File: src/hdl/edge_data_pkg.sv
// Vertex data is one 32-bit word per vertex at base plus index times four; depths assume a power of two
package edge_data_pkg;

	//////////////////////////////
	// Widths and queue sizing
	//////////////////////////////

	localparam int VERTEX_W      = 16;
	localparam int WEIGHT_W      = 16;
	localparam int ADDR_W        = 32;
	localparam int DATA_W        = 32;
	localparam int SEL_W         = DATA_W / 8;
	// log2 of bytes per vertex word
	localparam int DATA_SHIFT    = 2;

	localparam int FIFO_DEPTH    = 8;
	// Free slots left when alfull rises
	localparam int ALFULL_MARGIN = 2;
	localparam int FIFO_PTR_W    = $clog2(FIFO_DEPTH);
	localparam int FIFO_CNT_W    = $clog2(FIFO_DEPTH + 1);

	//////////////////////////////
	// Pipeline records
	//////////////////////////////

	// Edge job from the producer
	typedef struct packed {
		logic                valid;
		logic [VERTEX_W-1:0] src;
		logic [VERTEX_W-1:0] dest;
		logic [WEIGHT_W-1:0] weight;
	} edge_job_t;

	// Read command, edge fields ride along as the tag
	typedef struct packed {
		logic                valid;
		logic [ADDR_W-1:0]   addr;
		logic [VERTEX_W-1:0] src;
		logic [VERTEX_W-1:0] dest;
		logic [WEIGHT_W-1:0] weight;
	} read_cmd_t;

	// Completed edge plus vertex data
	typedef struct packed {
		logic                valid;
		logic [VERTEX_W-1:0] src;
		logic [VERTEX_W-1:0] dest;
		logic [WEIGHT_W-1:0] weight;
		logic [DATA_W-1:0]   data;
	} edge_data_t;

	typedef struct packed {
		logic full;
		logic alfull;
		logic empty;
		logic valid;
	} buffer_status_t;

	//////////////////////////////
	// Wishbone classic bundles
	//////////////////////////////

	typedef struct packed {
		logic              cyc;
		logic              stb;
		logic              we;
		logic [ADDR_W-1:0] adr;
		logic [SEL_W-1:0]  sel;
	} wb_m2s_t;

	typedef struct packed {
		logic              ack;
		logic [DATA_W-1:0] dat;
	} wb_s2m_t;

endpackage

File: src/hdl/edge_data_control.sv
// Edge job to vertex data fetch; one Wishbone read in flight, up to FIFO_DEPTH commands and results queued
module edge_data_control import edge_data_pkg::*; (
	input  logic              clock,
	input  logic              rstn,
	input  logic [ADDR_W-1:0] base_address,
	input  edge_job_t         edge_job,
	output logic              edge_ready,
	output wb_m2s_t           wb_out,
	input  wb_s2m_t           wb_in,
	output edge_data_t        edge_data,
	input  logic              data_pop,
	output buffer_status_t    data_status
);

	logic           cmd_pop;
	read_cmd_t      cmd_head;
	buffer_status_t cmd_status;
	edge_data_t     result_push;
	buffer_status_t result_status;

	// Decode
	edge_job_decode u_decode (
		.clock       (clock),
		.rstn        (rstn),
		.base_address(base_address),
		.edge_job    (edge_job),
		.edge_ready  (edge_ready),
		.cmd_pop     (cmd_pop),
		.cmd_head    (cmd_head),
		.cmd_status  (cmd_status)
	);

	// Execute
	vertex_read_master u_read_master (
		.clock        (clock),
		.rstn         (rstn),
		.cmd_head     (cmd_head),
		.cmd_status   (cmd_status),
		.cmd_pop      (cmd_pop),
		.wb_out       (wb_out),
		.wb_in        (wb_in),
		.result_status(result_status),
		.result_push  (result_push)
	);

	// Result
	edge_data_result u_result (
		.clock        (clock),
		.rstn         (rstn),
		.result_push  (result_push),
		.result_status(result_status),
		.data_pop     (data_pop),
		.edge_data    (edge_data),
		.data_status  (data_status)
	);

endmodule

File: src/hdl/edge_data_result.sv
// Records leave in push order; a pop with nothing queued is ignored
module edge_data_result import edge_data_pkg::*; (
	input  logic           clock,
	input  logic           rstn,
	input  edge_data_t     result_push,
	output buffer_status_t result_status,
	input  logic           data_pop,
	output edge_data_t     edge_data,
	output buffer_status_t data_status
);

	edge_data_t fifo_head;
	logic       data_take;

	// Only a visible record can be taken
	assign data_take = data_pop && edge_data.valid;

	//////////////////////////////
	// Result queue
	//////////////////////////////

	sync_fifo #(
		.WIDTH($bits(edge_data_t))
	) result_fifo (
		.clock   (clock),
		.rstn    (rstn),
		.push    (result_push.valid),
		.data_in (result_push),
		.pop     (data_take),
		.data_out(fifo_head),
		.status  (result_status)
	);

	//////////////////////////////
	// Consumer view
	//////////////////////////////

	always_comb begin
		edge_data       = fifo_head;
		edge_data.valid = ~result_status.empty;
	end

	// Consumer sees the same occupancy the execute stage throttles on
	assign data_status = result_status;

endmodule

File: src/hdl/edge_job_decode.sv
// base_address is sampled on the accept edge; edge_ready lags the queue by one cycle, covered by ALFULL_MARGIN
module edge_job_decode import edge_data_pkg::*; (
	input  logic              clock,
	input  logic              rstn,
	input  logic [ADDR_W-1:0] base_address,
	input  edge_job_t         edge_job,
	output logic              edge_ready,
	input  logic              cmd_pop,
	output read_cmd_t         cmd_head,
	output buffer_status_t    cmd_status
);

	logic      job_accept;
	logic      cmd_valid;
	read_cmd_t cmd_data;
	read_cmd_t fifo_head;

	assign job_accept = edge_job.valid && edge_ready;

	//////////////////////////////
	// Job intake
	//////////////////////////////

	always_ff @(posedge clock or negedge rstn) begin
		if (!rstn) begin
			edge_ready <= 1'b0;
			cmd_valid  <= 1'b0;
		end else begin
			edge_ready <= ~cmd_status.alfull;
			cmd_valid  <= job_accept;
		end
	end

	// Byte address of the destination's data word
	always_ff @(posedge clock) begin
		if (job_accept) begin
			cmd_data.valid  <= 1'b1;
			cmd_data.addr   <= base_address + (ADDR_W'(edge_job.dest) << DATA_SHIFT);
			cmd_data.src    <= edge_job.src;
			cmd_data.dest   <= edge_job.dest;
			cmd_data.weight <= edge_job.weight;
		end
	end

	//////////////////////////////
	// Command queue
	//////////////////////////////

	sync_fifo #(
		.WIDTH($bits(read_cmd_t))
	) cmd_fifo (
		.clock   (clock),
		.rstn    (rstn),
		.push    (cmd_valid),
		.data_in (cmd_data),
		.pop     (cmd_pop),
		.data_out(fifo_head),
		.status  (cmd_status)
	);

	// Stale entries never look valid
	always_comb begin
		cmd_head       = fifo_head;
		cmd_head.valid = cmd_status.valid;
	end

endmodule

File: src/hdl/sync_fifo.sv
// First-word-fall-through queue of FIFO_DEPTH entries; push when full and pop when empty are dropped
module sync_fifo import edge_data_pkg::*; #(
	parameter int WIDTH = 8
) (
	input  logic             clock,
	input  logic             rstn,
	input  logic             push,
	input  logic [WIDTH-1:0] data_in,
	input  logic             pop,
	output logic [WIDTH-1:0] data_out,
	output buffer_status_t   status
);

	logic [WIDTH-1:0]      mem [FIFO_DEPTH];
	logic [FIFO_PTR_W-1:0] wr_ptr;
	logic [FIFO_PTR_W-1:0] rd_ptr;
	logic [FIFO_CNT_W-1:0] count;
	logic                  do_push;
	logic                  do_pop;

	assign do_push = push && !status.full;
	assign do_pop  = pop && !status.empty;

	// Pointers and occupancy
	always_ff @(posedge clock or negedge rstn) begin
		if (!rstn) begin
			wr_ptr <= '0;
			rd_ptr <= '0;
			count  <= '0;
		end else begin
			if (do_push)
				wr_ptr <= wr_ptr + FIFO_PTR_W'(1);
			if (do_pop)
				rd_ptr <= rd_ptr + FIFO_PTR_W'(1);
			if (do_push && !do_pop)
				count <= count + FIFO_CNT_W'(1);
			else if (do_pop && !do_push)
				count <= count - FIFO_CNT_W'(1);
		end
	end

	always_ff @(posedge clock) begin
		if (do_push)
			mem[wr_ptr] <= data_in;
	end

	// Head is always visible, valid only when not empty
	assign data_out = mem[rd_ptr];

	assign status.full   = (count == FIFO_CNT_W'(FIFO_DEPTH));
	assign status.alfull = (count >= FIFO_CNT_W'(FIFO_DEPTH - ALFULL_MARGIN));
	assign status.empty  = (count == '0);
	assign status.valid  = (count != '0);

endmodule

File: src/hdl/vertex_read_master.sv
// Single outstanding Wishbone classic read; memory must always ack, err and rty are not supported
module vertex_read_master import edge_data_pkg::*; (
	input  logic           clock,
	input  logic           rstn,
	input  read_cmd_t      cmd_head,
	input  buffer_status_t cmd_status,
	output logic           cmd_pop,
	output wb_m2s_t        wb_out,
	input  wb_s2m_t        wb_in,
	input  buffer_status_t result_status,
	output edge_data_t     result_push
);

	typedef enum logic {
		IDLE,
		BUSY
	} state_t;

	state_t    state;
	read_cmd_t cmd_q;
	logic      start;
	logic      done;

	// Need a command and room for its record
	assign start   = (state == IDLE) && cmd_status.valid && !result_status.alfull;
	assign done    = (state == BUSY) && wb_in.ack;
	assign cmd_pop = start;

	//////////////////////////////
	// Idle/busy FSM
	//////////////////////////////

	always_ff @(posedge clock or negedge rstn) begin
		if (!rstn) begin
			state <= IDLE;
		end else begin
			case (state)
				IDLE: begin
					if (start)
						state <= BUSY;
				end
				BUSY: begin
					// cyc and stb fall right after the ack edge
					if (wb_in.ack)
						state <= IDLE;
				end
				default: state <= IDLE;
			endcase
		end
	end

	// Command held for the whole bus cycle
	always_ff @(posedge clock) begin
		if (start)
			cmd_q <= cmd_head;
	end

	//////////////////////////////
	// Bus and result drive
	//////////////////////////////

	always_comb begin
		wb_out.cyc = (state == BUSY);
		wb_out.stb = (state == BUSY);
		wb_out.we  = 1'b0;
		wb_out.adr = cmd_q.addr;
		wb_out.sel = '1;
	end

	// Pushed on the ack edge itself
	always_comb begin
		result_push.valid  = done;
		result_push.src    = cmd_q.src;
		result_push.dest   = cmd_q.dest;
		result_push.weight = cmd_q.weight;
		result_push.data   = wb_in.dat;
	end

endmodule

File: config.mk
export PLATFORM = sky130hd
export DESIGN_NAME = edge_data_control
export DESIGN_NICKNAME = d
export VERILOG_FILES = /design/src/hdl/edge_data_pkg.sv /design/src/hdl/edge_data_control.sv /design/src/hdl/edge_data_result.sv /design/src/hdl/edge_job_decode.sv /design/src/hdl/sync_fifo.sv /design/src/hdl/vertex_read_master.sv
export SDC_FILE = /design/constraint.sdc
export NUM_CORES = 2
export LEC_CHECK = 0
export BUFFER_PORTS_ARGS = -buffer_cell sky130_fd_sc_hd__buf_2
export CELL_PAD_IN_SITES_DETAIL_PLACEMENT = 1
export CELL_PAD_IN_SITES_GLOBAL_PLACEMENT = 1
export CORE_UTILIZATION = 55
export CTS_CLUSTER_SIZE = 12
export DETAILED_ROUTE_END_ITERATION = 12
export MAX_ROUTING_LAYER = met4
export PLACE_DENSITY_LB_ADDON = 0.1
export SYNTH_ARGS = -nofsm -noshare
export SYNTH_HDL_FRONTEND = slang
export SYNTH_SLANG_ARGS = --single-unit
File: constraint.sdc
create_clock -name clock -period 11.4 [get_ports clock]
set_clock_uncertainty 0.15 [all_clocks]
set_input_delay 2.85 -clock clock [delete_from_list [all_inputs] [get_ports clock]]
set_output_delay 2.85 -clock clock [all_outputs]
set_load 0.02 [all_outputs]
## Word-level counts from Yosys, hierarchy flattened

Memory sizes are Yosys's and may differ from the RTL's. A register that Yosys moved wholly into a read port is not among the register bits.
Cells that the tools add are included.

- Add/subtract/negate cells: 9
- Magnitude comparators: 2
- Eq/ne operators: 2
- Mux-type cells: 11
- Bitwise operators: 3
- Reduce and logical (&&, ||, !) cells: 28

Operator list:

| operator | number |
|---|---|
| 32-bit by 18-bit adder with 32-bit output | 1 |
| 4-bit 2-to-1 mux | 4 |
| 1-bit logical AND | 13 |
| 3-bit by 1-bit adder with 3-bit output (second input constant) | 4 |
| 1-bit logical NOT | 9 |
| 4-bit by 1-bit adder with 4-bit output (second input constant) | 2 |
| 4-bit == test (second input constant) | 2 |
| 4-bit by 3-bit greater-or-equal comparator with 1-bit output (second input constant) | 2 |
| 4-bit logical NOT | 2 |
| 4-bit nonzero test | 2 |
| 4-bit by 1-bit subtractor with 4-bit output (second input constant) | 2 |
| 1-bit 2-to-1 mux | 6 |
| 2-bit nonzero test | 2 |
| 1-bit inverter | 3 |
| 1-bit case mux with 2 select lines | 1 |

- Flip-flop bits (word level): 103
- RAM bits: 1,288
- Input bits: 117
- Output and inout port bits: 125
- Memories kept: 2

Memory list:

| name | words | width | read ports | clocked after memory_dff | write ports | line | RTL |
|---|---|---|---|---|---|---|---|
| u_result.result_fifo.mem | 8 | 81 | 1 | 0 | 1 | sync_fifo.sv:14 | `logic [WIDTH-1:0] mem [FIFO_DEPTH];` |
| u_decode.cmd_fifo.mem | 8 | 80 | 1 | 1 | 1 | sync_fifo.sv:14 |  |

## Longest topological paths before layout

- Word-level depth: 7
- Depth in mapped cells: 11
- Depth with buffers taken out: 11

## By module

A second synthesis with hierarchy kept.

- Cells, all modules: 2,369
- Area, all modules: 56,869.5 um2

Modules (own cells, without submodules):

| module | instances | cells an instance | area each (um2) |
|---|---|---|---|
| sync_fifo | 2 | 1,001 | 25,249.2 |
| edge_job_decode | 1 | 234 | 3,564.7 |
| vertex_read_master | 1 | 127 | 2,766.4 |
| edge_data_result | 1 | 6 | 40.0 |

## Least setup slack after synthesis

OpenSTA, ideal clock, no wires.

- Kind: input -> register
- Start point: input wb_in[32] (netlist name)
- End point: memory u_result.result_fifo.mem[1][0] (netlist name) (enable)
- Arrival: 8.726 ns
- Setup slack: 1.908 ns
- Stages on the path: 4
- Path buffers: 0
- Path through: nand2_1 nor2_1 nand2_1 nor3_1

- Longest elaborated chain between the ends: 4

Ends and longest elaborated chain:

| element | line | RTL |
|---|---|---|
| start: declaration | edge_data_control.sv:9 | `input wb_s2m_t wb_in,` |
| 1-bit logical AND | vertex_read_master.sv:26 | `assign done = (state == BUSY) && wb_in.ack;` |
| 1-bit logical AND | sync_fifo.sv:21 | `assign do_push = push && !status.full;` |
| via u_result.result_fifo.do_push | sync_fifo.sv:18 | `logic do_push;` |
| 1-bit 2-to-1 mux | sync_fifo.sv:43 | `if (do_push)` |
| 1-bit 2-to-1 mux (not written as such) | sync_fifo.sv:44 | `mem[wr_ptr] <= data_in;` |
| end: declaration | sync_fifo.sv:14 |  |

The timed path passes the listed nets, and every way through them passes these cells.

==> flow_summary_export.csv <==
group,metric,value,unit
setup_path,critPathLaunch,"u_result.result_fifo.rd_ptr[1]",
placed_design,gp_congestion,0.786,
synth,syn_area_per_cell,24.0,sq um
clocking,cts_post_setup_buffers_inserted,0,
setup_path,r2r-start,"u_decode.cmd_fifo.count[0]",
timing,setup_slack,4.24,ns
synth,yosysTopAreaCellShare,0.783,
floorplanning,chipHeight,319,um
grt,track_usage,0.241,
drt,wl,116000,um
setup_path,arrival,4.16,ns
final_layout,drive_gt1_frac,0.358,
setup_path,crit_path_start_kind,"flip-flop",
clocking,clock_sinks,1463,
power,p_seq_frac,0.475,
power,pwr-share-clk,0.278,
floorplanning,core,98900,sq um
final_layout,final_nets,2783,
clocking,clkLatencyLatePin,0.75,ns
drt,drt_iter0_markers,1693,
timing,slew_headroom,0.235,
drt,wl_per_cell,28.9,um
power,p_per_area,260,nW/um^2
timing,period_share,0.628,
floorplanning,dieArea,102000,sq um
setup_path,crit_fanout,56,
timing,rsz0062_at_grt,"no",
drt,dr_total_vias,24000,
synth,synth_edf_count,1440,
hold_path,holdCritStartpoint,"u_result.result_fifo.count[3]",
synth,ys.flop_type,"edfxtp_1",
drt,dr.pass1.iters,5,
final_layout,fillCellCount,7861,
synth,async_flop_share,0.0157,
floorplanning,fp.dieW,319,um
synth,syn_area,55200,sq um
power,power.ir.vdd_worst,0.217,mV
placed_design,dp_slack,4.93,ns
power,netSwitchingFraction,0.291,
clocking,cts_htree_levels,4,
setup_path,required,8.40,ns
power,p_leak,20.1,nW
clocking,cts_resized,0,
floorplanning,io_pins,242,
timing,tns,0,ns
synth,ys_seq_area_frac,0.794,
final_layout,final_util,0.631,
power,combPwrFrac,0.246,
grt,grt_pass1_wl,172000,um
clocking,cts_tree,"yes",
grt,antenna_found_initial,8,
status,outcome,"completed",
grt,grt_pass1_vias,26600,
hold_path,min_path_type,"reg -> reg",
setup_path,cp-end-kind,"output pin",
drt,drc,0,
synth,ys_types,49,
placed_design,dpl.hpwl,66000,um
synth,synth_top_area_cell,"edfxtp_1",
timing,setup_viol,0,
synth,ys_top_cells_by_area,"edfxtp_1 78%, mux4_2 13%, mux2_2 3.4%, dfrtp_1 1.0%, ha_1 0.59%",
grt,grt_max_degree,111,
clocking,cts.reportedPaths.clkPinSlew,0.06,ns
synth,postSynthCellCount,2297,
timing,max_freq,140,MHz
timing,period_needed,7.16,ns
setup_path,criticalPathCategory,"reg -> out",
synth,synth_warnings,0,
timing,hold_violations,0,
placed_design,port_buffers,236,
final_layout,area_growth,13.1,%
power,internal_power,0.0115,W
power,switching_power,0.00473,W
clocking,cts_buffers,151,
floorplanning,start_util,0.558,
synth,synth.ff_latch_count,1463,
clocking,cts.hold.buffers_added,0,
flow_run,drv_cap,0,
timing,slew_viol_final,0,
drt,antenna_left,0,
timing,worst_pin_slew,1.14,ns
drt,vias_per_cell,5.96,
floorplanning,rows,115,
clocking,clock_path_buffers,3,
clocking,clockRootBuffer,"clkbuf_16",
grt,grt_overflow,0,
==> logic make-up after synthesis <==
logic type,Yosys count,synth area share
AO/OA/AOI/OAI,63,0.00746
buffers and inverters,111,0.0116
XOR/XNOR,43,0.00682
other,2,0.000136
adder cells (fa/ha/maj),29,0.00698
AND/OR/NAND/NOR,99,0.00859
flip-flops,1463,0.794
multiplexers,487,0.165
==> critical path: stages, from the launching register on <==
cell and delay (ns):
dfrtp_4 0.92, buf_4 0.77, buf_4 0.75, mux4_2 0.42, mux2_2 0.30, buf_2 0.17
==> metrics by stage <==
stage | area, sq um | total power (W) | hold WS, ns | std cells
finish | 62400 | 0.0162 | 0.356 | 4024
global route | 62400 | 0.0169 | 0.379 | 4023
CTS | 62400 | 0.0165 | 0.360 | 4017
detailed placement | 57900 | 0.0119 | 0.349 | 3771
global placement | 57900 | 0.0117 | 0.339 | 3771
floorplan | 55200 | 0.0106 | 0.312 | 2300
==> metal layers <==
layer	vias to the layer above	part of all wire	global-route usage
met5	-	0	-
met4	0	0.023	0.0729
met3	186	0.041	0.0403
met2	601	0.52	0.402
met1	12800	0.42	0.306
li1	10400	-	-
==> synth_stat cells, drive strengths merged (2+ instances only) <==
cell type  number
nand3           8
o21ai          17
and4            2
and3            5
nor3            8
fa              3
nor2           32
xor2           18
xnor2          25
a21o            8
clkbuf         32
a221oi          2
mux2          167
a31oi           4
nand2b          6
dfrtp          23
inv            13
o21a            2
nand4           3
edfxtp       1440
ha             26
a32oi           2
conb            2
buf            66
and2            4
mux4          320
a211o           2
nand2          25
a21boi          2
a21oi          18
==> cells in the final DEF (no fill, tap or decap), drive strengths merged, types with 23 or more instances in the layout <==
master	instances
buf	282
clkbuf	199
clkinv	36
dfrtp	23
edfxtp	1440
ha	26
mux2	167
mux4	320
nand2	25
nor2	32
xnor2	25
==> registers in the layout, summed over array words and instances (netlist names), 3 cells and up <==
name                         flops
u_decode.cmd_data               80
u_decode.cmd_fifo.count          4
u_decode.cmd_fifo.mem          640
u_decode.cmd_fifo.rd_ptr         3
u_decode.cmd_fifo.wr_ptr         3
u_read_master.result_push       48
u_read_master.wb_out            32
u_result.result_fifo.count       4
u_result.result_fifo.mem       640
u_result.result_fifo.rd_ptr      3
u_result.result_fifo.wr_ptr      3
==> power groups by stage <==
stage	logic [W]	clock network [W]	registers [W]
3_3_place_gp	0.00399	0	0.00775
5_1_grt	0.00427	0.00479	0.00782
2_1_floorplan	0.00305	0	0.00752
3_5_place_dp	0.00407	0	0.00784
6_report	0.00400	0.00452	0.00772
4_1_cts	0.00410	0.00462	0.00774
==> layout make-up <==
| class | instances | area [sq um] | area share |
|---|---|---|---|
| sequential | 1463 | 43800 | 0.702 |
| multi-input combinational | 726 | 10900 | 0.174 |
| clock buffer | 199 | 4110 | 0.0658 |
| tap | 1287 | 1610 | 0.0258 |
| timing repair buffer | 282 | 1540 | 0.0247 |
| clock inverter | 47 | 382 | 0.00611 |
| inverter | 13 | 48.8 | 0.000782 |
| antenna | 7 | 17.5 | 0.000281 |
==> final timing paths <==
kind,slack (ns),end,cells after the start
min in group asynchronous,1.97,u_decode.cmd_fifo.wr_ptr[1],1
max reg2reg,7.34,u_decode.cmd_fifo.mem[0][36],7
max,4.24,edge_data[14],5
min reg2reg,0.36,u_result.result_fifo.count[3],1
min,0.36,u_result.result_fifo.count[3],1
max in group asynchronous,8.66,u_decode.cmd_fifo.rd_ptr[1],1
(Power assumes the default switching activity.)
